### config.mk
export PLATFORM = sky130hd
export DESIGN_NAME = cd_host_bridge
export DESIGN_NICKNAME = d
export VERILOG_FILES = /design/src/verilog/cd_data_pkg.sv /design/src/verilog/cd_link_pkg.sv /design/src/verilog/cd_host_bridge.sv /design/src/verilog/cd_msg_sender.sv /design/src/verilog/cd_sector_loader.sv /design/src/verilog/cd_status_receiver.sv
export SDC_FILE = /design/constraint.sdc
export NUM_CORES = 1
export LEC_CHECK = 0
export BUFFER_PORTS_ARGS = -buffer_cell sky130_fd_sc_hd__buf_2
export CORE_AREA = 3 3 182 184
export DETAILED_ROUTE_END_ITERATION = 10
export DIE_AREA = 0 0 185 187
export GPL_TIMING_DRIVEN = 0
export PLACE_DENSITY = 0.53
export SKIP_CTS_REPAIR_TIMING = 1
export SLEW_MARGIN = 25
export SYNTH_ARGS = -nofsm -noshare
export SYNTH_HDL_FRONTEND = slang
export SYNTH_SLANG_ARGS = --single-unit
### constraint.sdc
create_clock -name clk_sys -period 5.4 [get_ports clk_sys]
set_input_delay 1.08 -clock clk_sys [delete_from_list [all_inputs] [get_ports clk_sys]]
set_output_delay 1.08 -clock clk_sys [all_outputs]
set_load 0.05 [all_outputs]
### src/verilog/cd_data_pkg.sv
/*
 * CD sector download definitions
 * Header word layout and the byte and word types used when a
 * downloaded sector is split into console byte writes.
 */

package cd_data_pkg;

	// Number of bytes in a sector
	typedef logic [14:0] sector_len_t;

	// First word of a download
	typedef struct packed {
		logic        data_mode;
		sector_len_t len;
	} sector_header_t;

	// One byte to the console
	typedef logic [7:0] cd_byte_t;

	// One word from the host
	typedef logic [15:0] dl_word_t;

endpackage

### src/verilog/cd_link_pkg.sv
/*
 * CD host link definitions
 * Frame layout shared by both directions of the link between the
 * console CD interface and the host, plus the status word and the
 * message kinds carried in outgoing frames.
 */

package cd_link_pkg;

	//////////////////////////////////////////////////
	// Payloads

	// Command packet, 12 bytes
	typedef logic [95:0] cmd_payload_t;

	// Data-out packet, 10 bytes, sits in the low payload bits
	typedef logic [79:0] dout_payload_t;

	//////////////////////////////////////////////////
	// Message kinds

	// Bit 15 of a command kind carries the fast-seek flag
	typedef logic [15:0] msg_kind_t;

	localparam msg_kind_t KIND_COMMAND = 16'h0000;
	localparam msg_kind_t KIND_DATAOUT = 16'h0001;
	localparam msg_kind_t KIND_RESET   = 16'h00ff;

	//////////////////////////////////////////////////
	// Frames and status

	// Toggle on top, a change marks a new frame
	typedef struct packed {
		logic         toggle;
		msg_kind_t    kind;
		cmd_payload_t payload;
	} link_frame_t;

	typedef struct packed {
		logic [7:0] msg;
		logic [7:0] stat;
	} cd_status_t;

	// Set in a host frame for a data-out request
	localparam int STATUS_FLAG_BIT = 16;

endpackage

### src/verilog/cd_host_bridge.sv
/*
 * CD host bridge
 * Top of the CD link. Console requests go out to the host as
 * frames, host status frames come back as pulses, and sector
 * downloads are turned into console byte writes.
 */

`timescale 1ns/100ps

module cd_host_bridge #(
	parameter int COUNT_WIDTH = 8
) (
	input  logic                       clk_sys,
	input  logic                       reset,

	// Console to host
	input  cd_link_pkg::cmd_payload_t  i_comm,
	input  logic                       i_comm_send,
	input  cd_link_pkg::dout_payload_t i_dout,
	input  logic                       i_dout_send,
	input  logic                       i_reset_req,
	input  logic                       i_fast_seek,
	output cd_link_pkg::link_frame_t   o_to_host,
	output logic [COUNT_WIDTH-1:0]     o_comm_cnt,

	// Host to console
	input  cd_link_pkg::link_frame_t   i_from_host,
	output cd_link_pkg::cd_status_t    o_stat,
	output logic                       o_stat_get,
	output logic                       o_dout_req,
	output logic [COUNT_WIDTH-1:0]     o_stat_cnt,

	// Sector download
	input  logic                       i_dl_active,
	input  logic                       i_dl_wr,
	input  cd_data_pkg::dl_word_t      i_dl_word,
	output cd_data_pkg::cd_byte_t      o_cd_byte,
	output logic                       o_cd_wr,
	output logic                       o_cd_dm,
	output logic                       o_dl_busy
);

	//////////////////////////////////////////////////
	// Link blocks

	cd_msg_sender #(
		.COUNT_WIDTH (COUNT_WIDTH)
	) u_sender (
		.i_clk_sys   (clk_sys),
		.i_reset     (reset),
		.i_comm      (i_comm),
		.i_comm_send (i_comm_send),
		.i_dout      (i_dout),
		.i_dout_send (i_dout_send),
		.i_reset_req (i_reset_req),
		.i_fast_seek (i_fast_seek),
		.o_to_host   (o_to_host),
		.o_comm_cnt  (o_comm_cnt)
	);

	cd_status_receiver #(
		.COUNT_WIDTH (COUNT_WIDTH)
	) u_receiver (
		.i_clk_sys   (clk_sys),
		.i_reset     (reset),
		.i_from_host (i_from_host),
		.o_stat      (o_stat),
		.o_stat_get  (o_stat_get),
		.o_dout_req  (o_dout_req),
		.o_stat_cnt  (o_stat_cnt)
	);

	cd_sector_loader u_loader (
		.i_clk_sys   (clk_sys),
		.i_reset     (reset),
		.i_dl_active (i_dl_active),
		.i_dl_wr     (i_dl_wr),
		.i_dl_word   (i_dl_word),
		.o_cd_byte   (o_cd_byte),
		.o_cd_wr     (o_cd_wr),
		.o_cd_dm     (o_cd_dm),
		.o_dl_busy   (o_dl_busy)
	);

endmodule

### src/verilog/cd_msg_sender.sv
/*
 * CD message sender
 * Turns rising edges of the console request lines into frames for
 * the host. Command beats data-out beats reset. Each accepted edge
 * rewrites part of the frame and inverts its toggle bit.
 */

`timescale 1ns/100ps

module cd_msg_sender #(
	parameter int COUNT_WIDTH = 8
) (
	input  logic                       i_clk_sys,
	input  logic                       i_reset,

	input  cd_link_pkg::cmd_payload_t  i_comm,
	input  logic                       i_comm_send,
	input  cd_link_pkg::dout_payload_t i_dout,
	input  logic                       i_dout_send,
	input  logic                       i_reset_req,
	input  logic                       i_fast_seek,

	output cd_link_pkg::link_frame_t   o_to_host,
	output logic [COUNT_WIDTH-1:0]     o_comm_cnt
);

	localparam int DOUT_BITS = $bits(cd_link_pkg::dout_payload_t);

	// Previous request levels
	logic comm_prev;
	logic dout_prev;
	logic rst_prev;

	logic comm_edge;
	logic dout_edge;
	logic rst_edge;
	logic send_any;

	// Toggle starts at zero and survives reset
	cd_link_pkg::link_frame_t frame_q = '0;
	logic [COUNT_WIDTH-1:0]   comm_cnt_q;

	assign comm_edge = i_comm_send & ~comm_prev;
	assign dout_edge = i_dout_send & ~dout_prev;
	assign rst_edge  = i_reset_req & ~rst_prev;
	assign send_any  = ~i_reset & (comm_edge | dout_edge | rst_edge);

	// Track levels during reset too, so a held request sends nothing
	always_ff @(posedge i_clk_sys) begin
		comm_prev <= i_comm_send;
		dout_prev <= i_dout_send;
		rst_prev  <= i_reset_req;
	end

	//////////////////////////////////////////////////
	// Frame build with partial field updates

	always_ff @(posedge i_clk_sys) begin
		if (i_reset) begin
			comm_cnt_q <= '0;
		end else begin
			if (comm_edge) begin
				frame_q.payload <= i_comm;
				frame_q.kind    <= {i_fast_seek, cd_link_pkg::KIND_COMMAND[14:0]};
				comm_cnt_q      <= comm_cnt_q + COUNT_WIDTH'(1);
			end else if (dout_edge) begin
				frame_q.payload[DOUT_BITS-1:0] <= i_dout;
				frame_q.kind                   <= cd_link_pkg::KIND_DATAOUT;
			end else if (rst_edge) begin
				frame_q.kind <= cd_link_pkg::KIND_RESET;
			end

			if (send_any) begin
				frame_q.toggle <= ~frame_q.toggle;
			end
		end
	end

	assign o_to_host  = frame_q;
	assign o_comm_cnt = comm_cnt_q;

	//////////////////////////////////////////////////
	// Checks

	// Toggle holds unless a request line rose in the clock before
	a_toggle_needs_edge: assert property (
		@(posedge i_clk_sys) disable iff (i_reset)
		!($rose(i_comm_send) || $rose(i_dout_send) || $rose(i_reset_req))
			|=> $stable(o_to_host.toggle)
	) else $error("toggle changed without a request edge");

endmodule

### src/verilog/cd_sector_loader.sv
/*
 * CD sector loader
 * Takes the host download of a sector. The first word is a header
 * with the data mode and byte count. Each later word is split into
 * two console byte writes, low byte first, with the write strobe
 * high and low for one clock each.
 */

`timescale 1ns/100ps

module cd_sector_loader (
	input  logic                  i_clk_sys,
	input  logic                  i_reset,

	input  logic                  i_dl_active,
	input  logic                  i_dl_wr,
	input  cd_data_pkg::dl_word_t i_dl_word,

	output cd_data_pkg::cd_byte_t o_cd_byte,
	output logic                  o_cd_wr,
	output logic                  o_cd_dm,
	output logic                  o_dl_busy
);

	cd_data_pkg::sector_header_t hdr;

	logic                     active_prev;
	logic                     dl_start;
	logic                     head_q;
	logic                     dm_q;
	cd_data_pkg::sector_len_t len_q;
	cd_data_pkg::sector_len_t cnt_q;
	cd_data_pkg::dl_word_t    word_q;
	logic                     write_q;
	logic                     byte_hi_q;
	logic                     cd_wr_q;

	assign hdr      = i_dl_word;
	assign dl_start = i_dl_active & ~active_prev;

	always_ff @(posedge i_clk_sys) begin
		active_prev <= i_dl_active;
	end

	//////////////////////////////////////////////////
	// Header, byte count and write sequencer

	always_ff @(posedge i_clk_sys) begin
		if (i_reset || dl_start) begin
			head_q    <= 1'b0;
			dm_q      <= 1'b0;
			len_q     <= '0;
			cnt_q     <= '0;
			write_q   <= 1'b0;
			byte_hi_q <= 1'b0;
			cd_wr_q   <= 1'b0;
		end else begin
			if (i_dl_wr) begin
				if (!head_q) begin
					dm_q   <= hdr.data_mode;
					len_q  <= hdr.len;
					cnt_q  <= '0;
					head_q <= 1'b1;
				end else if (cnt_q < len_q) begin
					write_q   <= 1'b1;
					byte_hi_q <= 1'b0;
				end
			end

			// Strobe up one clock, down the next
			if (write_q) begin
				if (!cd_wr_q) begin
					cd_wr_q <= 1'b1;
				end else begin
					cd_wr_q   <= 1'b0;
					byte_hi_q <= ~byte_hi_q;
					cnt_q     <= cnt_q + 15'd1;
					// Odd last byte ends the word early
					if (byte_hi_q || (cnt_q + 15'd1) >= len_q) begin
						write_q <= 1'b0;
					end
				end
			end
		end
	end

	// Word held while its two bytes go out
	always_ff @(posedge i_clk_sys) begin
		if (i_dl_wr && head_q && (cnt_q < len_q)) begin
			word_q <= i_dl_word;
		end
	end

	assign o_cd_byte = byte_hi_q ? word_q[15:8] : word_q[7:0];
	assign o_cd_wr   = cd_wr_q;
	assign o_cd_dm   = dm_q;
	assign o_dl_busy = write_q;

	//////////////////////////////////////////////////
	// Checks

	a_wr_gap: assert property (
		@(posedge i_clk_sys) disable iff (i_reset)
		o_cd_wr |=> !o_cd_wr
	) else $error("write strobe high on two clocks");

	// Host must wait for the word in flight
	a_no_wr_when_busy: assert property (
		@(posedge i_clk_sys) disable iff (i_reset)
		!(i_dl_wr && o_dl_busy)
	) else $error("download word while busy");

endmodule

### src/verilog/cd_status_receiver.sv
/*
 * CD status receiver
 * Watches the toggle bit of the host frame. A change latches the
 * status word and gives one pulse, either status-get or a data-out
 * request, one clock later. Frames are counted.
 */

`timescale 1ns/100ps

module cd_status_receiver #(
	parameter int COUNT_WIDTH = 8
) (
	input  logic                     i_clk_sys,
	input  logic                     i_reset,

	input  cd_link_pkg::link_frame_t i_from_host,

	output cd_link_pkg::cd_status_t  o_stat,
	output logic                     o_stat_get,
	output logic                     o_dout_req,
	output logic [COUNT_WIDTH-1:0]   o_stat_cnt
);

	logic                    toggle_seen;
	logic                    new_frame;
	logic                    is_dout;
	cd_link_pkg::cd_status_t stat_q;
	logic                    stat_get_q;
	logic                    dout_req_q;
	logic [COUNT_WIDTH-1:0]  stat_cnt_q;

	assign new_frame = i_from_host.toggle != toggle_seen;
	assign is_dout   = i_from_host.payload[cd_link_pkg::STATUS_FLAG_BIT];

	// Reset takes the current toggle, so no frame is seen
	always_ff @(posedge i_clk_sys) begin
		stat_get_q <= 1'b0;
		dout_req_q <= 1'b0;
		if (i_reset) begin
			toggle_seen <= i_from_host.toggle;
			stat_cnt_q  <= '0;
		end else if (new_frame) begin
			toggle_seen <= i_from_host.toggle;
			stat_get_q  <= ~is_dout;
			dout_req_q  <= is_dout;
			stat_cnt_q  <= stat_cnt_q + COUNT_WIDTH'(1);
		end
	end

	// Status word held until the next frame
	always_ff @(posedge i_clk_sys) begin
		if (!i_reset && new_frame) begin
			stat_q <= cd_link_pkg::cd_status_t'(i_from_host.payload[15:0]);
		end
	end

	assign o_stat     = stat_q;
	assign o_stat_get = stat_get_q;
	assign o_dout_req = dout_req_q;
	assign o_stat_cnt = stat_cnt_q;

	a_one_pulse: assert property (
		@(posedge i_clk_sys) disable iff (i_reset)
		!(o_stat_get && o_dout_req)
	) else $error("status-get and data-out request together");

endmodule
==> impl_metrics.tcl <==
set metrics [dict create \
    die_area_sq_um 34600 \
    finalCriticalPeriod_ps 2977 \
    vias 6927 \
    start_util 0.2627 \
    hpwl_mm 20.35 \
    arrival_ps 1900 \
    irDropWorstVdd_mv 0.1939 \
    die_h_um 187 \
    cp_cell_sequence "clkbuf_1 > mux2_2 > buf_2" \
    max_freq_ghz 0.3359 \
    cts_made_buffers 17 \
    end_kind "primary output" \
    die_w_um 185 \
    grt_pass1_wl_mm 37.88 \
    start_kind "flop" \
    drc 0 \
    grt_start_max_net_pins 21 \
    p_leak_nw 5.207 \
    cp.required_ps 4320 \
    status "complete, no violations" \
    avgRoutedWirePerCell_um 15.86 \
    finClkSkew_ps 7.923 \
    slew_viol_final 0 \
    cap_violations 0 \
    dp.cells 1574 \
    cts.sink_count 190 \
    ys_types 54 \
    drt_iter0_markers 307 \
    path_max_fanout 10 \
    synth_warnings 0 \
    power_per_cell_area_nw_per_um2 306.7 \
    antenna_found_initial 4 \
    async_flop_share 0 \
    slowest_delay_ps 500 \
    clk_path_buf_depth 2 \
    fin_util 0.3610 \
    drive_gt1_frac 0.3646 \
    post_dp_cell_area_sq_um 10780 \
    area_growth_pct 37.41 \
    cts_max_level 4 \
    synth_edf_count 133 \
    postLayoutCellArea_sq_um 11390 \
    fin_cells 1610 \
    syn_inst 793 \
    cpLargestDelayFamily "buffers and inverters" \
    ant_nets 0 \
    setup_viol 0 \
    gp_congestion 0.8335 \
    grt_pass1_vias 6625 \
    min_period_over_period 0.5513 \
    viasPerCell 4.302 \
    seq_area_frac_synth 0.6194 \
    io-pin-count 471 \
    cp_num_buf_inv 2 \
    hp-class "flop to flop" \
    relSlewSlack 0.4670 \
    finalHoldViolations 0 \
    cts_tree "yes" \
    firstDrtPassIters 5 \
    cts_root_buf "clkbuf_16" \
    multi_input_area_sq_um 2868 \
    slowest_stage "clkbuf_1" \
    critical_path_class "flop to primary output" \
    syn_area_sq_um 8290 \
    ys_ff_latch 190 \
    fp.coreArea_sq_um 31560 \
    clkLatencyLatePin_ps 440 \
    rows 65 \
    port_buffers 368 \
    final_nets 1537 \
    clk_pin_slew_ps 70 \
    avgSynthCellArea_sq_um 10.45 \
    overflow 0 \
    grt_usage 0.1438 \
    wl_mm 25.53 \
    rsz0062_at_grt "false" \
    n_fill_cell 3307 \
    max_slew.worst_pin.slew_ps 799.5 \
    ys.flop_type "edfxtp_1" \
    regArea_sq_um 5135 \
]
==> logic make-up (layout without fill, tap and decap cells) <==
logic type,count (synthesis),after routing,share of synthesized area
and+or+nand+nor,395,395,0.1988
DFF,190,190,0.6194
adders and majority gates,33,33,0.04980
xor gates and xnor gates,29,29,0.03064
other,1,11,0.0004523
muxes,9,9,0.01207
AOI/OAI and AO/OA,70,70,0.04996
buffers and inverters,66,471,0.03894
==> metrics by stage <==
stage               setup WS (ps)  setup TNS [ps]  power (mW)  hold WS (ps)
detailed placement           2155               0       2.223         449.6
global route                 2238               0       3.645         473.6
CTS                          2369               0       3.545         459.8
global placement            -1952         -155440       2.212         443.2
floorplan                   77.12               0       2.027         436.3
finish                       2423               0       3.494         457.4
==> placed cells by master, fill, tap and decap left out, drive strengths merged, types with 3 or more instances in the layout <==
cell type,n
nor3,4
nand2,295
xor2,16
dfxtp,57
nor2,39
and3,6
ha,33
nor4,3
conb,7
and2,3
diode,4
nor2b,5
clkbuf,47
a21oi,42
nand4,8
o21ai,6
buf,395
a21o,3
nand2b,3
mux2,8
a31oi,5
inv,23
edfxtp,133
xnor2,13
nand3,20
==> worst register-to-register path: stages, from the launching register on <==
cell and delay (ps):
dfxtp_1 460, nand3_1 310, nor3_1 560, nand2_1 160, xnor2_1 170, ha_1 280
and3_1 170, nand3_1 140, a2111oi_0 380, o2bb2ai_1 110
==> cell usage after synthesis (2+ instances only) <==
cell / count / share of area
nand4_1: 8 / 0.0060
nand2_1: 294 / 0.13
nor4_1: 3 / 0.0023
a21o_1: 2 / 0.0018
o2111ai_1: 2 / 0.0021
nor2_1: 39 / 0.018
dfxtp_1: 57 / 0.14
xor2_1: 16 / 0.017
edfxtp_1: 133 / 0.48
xnor2_1: 13 / 0.014
nand2b_1: 3 / 0.0023
mux2_2: 8 / 0.011
nor2b_1: 5 / 0.0038
inv_1: 19 / 0.0086
a211oi_1: 2 / 0.0018
a31oi_1: 5 / 0.0038
nand3b_1: 2 / 0.0018
o21ai_0: 6 / 0.0036
ha_1: 33 / 0.050
nand3_1: 18 / 0.011
a21oi_1: 42 / 0.025
or3_1: 2 / 0.0015
nor3_1: 3 / 0.0018
buf_1: 7 / 0.0032
and2_1: 3 / 0.0023
buf_4: 13 / 0.012
buf_6: 2 / 0.0027
clkbuf_1: 23 / 0.010
and3_1: 5 / 0.0038
==> power breakdown <==
| group | switching (mW) | internal [mW] | leakage, nW | total [mW] |
|---|---|---|---|---|
| logic | 0.373 | 0.158 | 3.21 | 0.530 |
| clock network | 0.578 | 0.730 | 0.291 | 1.31 |
| registers | 0.0212 | 1.63 | 1.71 | 1.66 |
| total | 0.972 | 2.52 | 5.21 | 3.49 |
==> sequential cells by signal, indices dropped and copies added, names as in the netlist <==
| register | flops |
|---|---|
| u_receiver.toggle_seen | 1 |
| u_receiver.o_dout_req | 1 |
| u_loader.active_prev | 1 |
| u_loader.len_q | 15 |
| u_sender.comm_prev | 1 |
| u_loader.cnt_q | 15 |
| u_loader.word_q | 16 |
| u_sender.dout_prev | 1 |
| u_sender.o_to_host | 100 |
| u_loader.head_q | 1 |
| u_receiver.o_stat_cnt | 8 |
| u_loader.o_cd_wr | 1 |
| u_receiver.o_stat_get | 1 |
| u_loader.o_dl_busy | 1 |
| u_receiver.o_stat | 16 |
| u_sender.rst_prev | 1 |
| u_sender.o_comm_cnt | 8 |
| u_loader.o_cd_dm | 1 |
| u_loader.byte_hi_q | 1 |
==> path summary, 6_finish.rpt <==
check	from	end	slack (ps)	cells past startpoint
worst max-delay path	u_loader.byte_hi_q$_SDFF_PP0_	o_cd_byte[4]	2420	3
worst min-delay path	u_loader.len_q[11]$_SDFFE_PP0P_	u_loader.len_q[11]$_SDFFE_PP0P_	460	2
worst max register to register	u_loader.cnt_q[2]$_SDFF_PP0_	u_loader.o_dl_busy$_SDFF_PP0_	2560	9
worst min register to register	u_loader.len_q[11]$_SDFFE_PP0P_	u_loader.len_q[11]$_SDFFE_PP0P_	460	2
==> area by class of cell <==
cell class / count / share of cell area
diodes: 4 / 0.0008786
plain buffers: 47 / 0.02208
clock buffers: 22 / 0.04163
clock inverters: 10 / 0.01131
inverters: 19 / 0.006260
multi-input cells: 543 / 0.2517
flip-flops and latches: 190 / 0.4507
well taps: 402 / 0.04415
repair buffers: 373 / 0.1712
==> per-layer routing <==
layer	GRT usage	part of all wire	vias up	wire, um
met3	0.04278	0.064	25	1640
li1	-	-	3464	-
met2	0.2348	0.48	237	12250
met5	0	0.00027	-	7
met1	0.1820	0.44	3199	11190
met4	0.04733	0.018	2	448
Power figures use the tool's default switching activity.
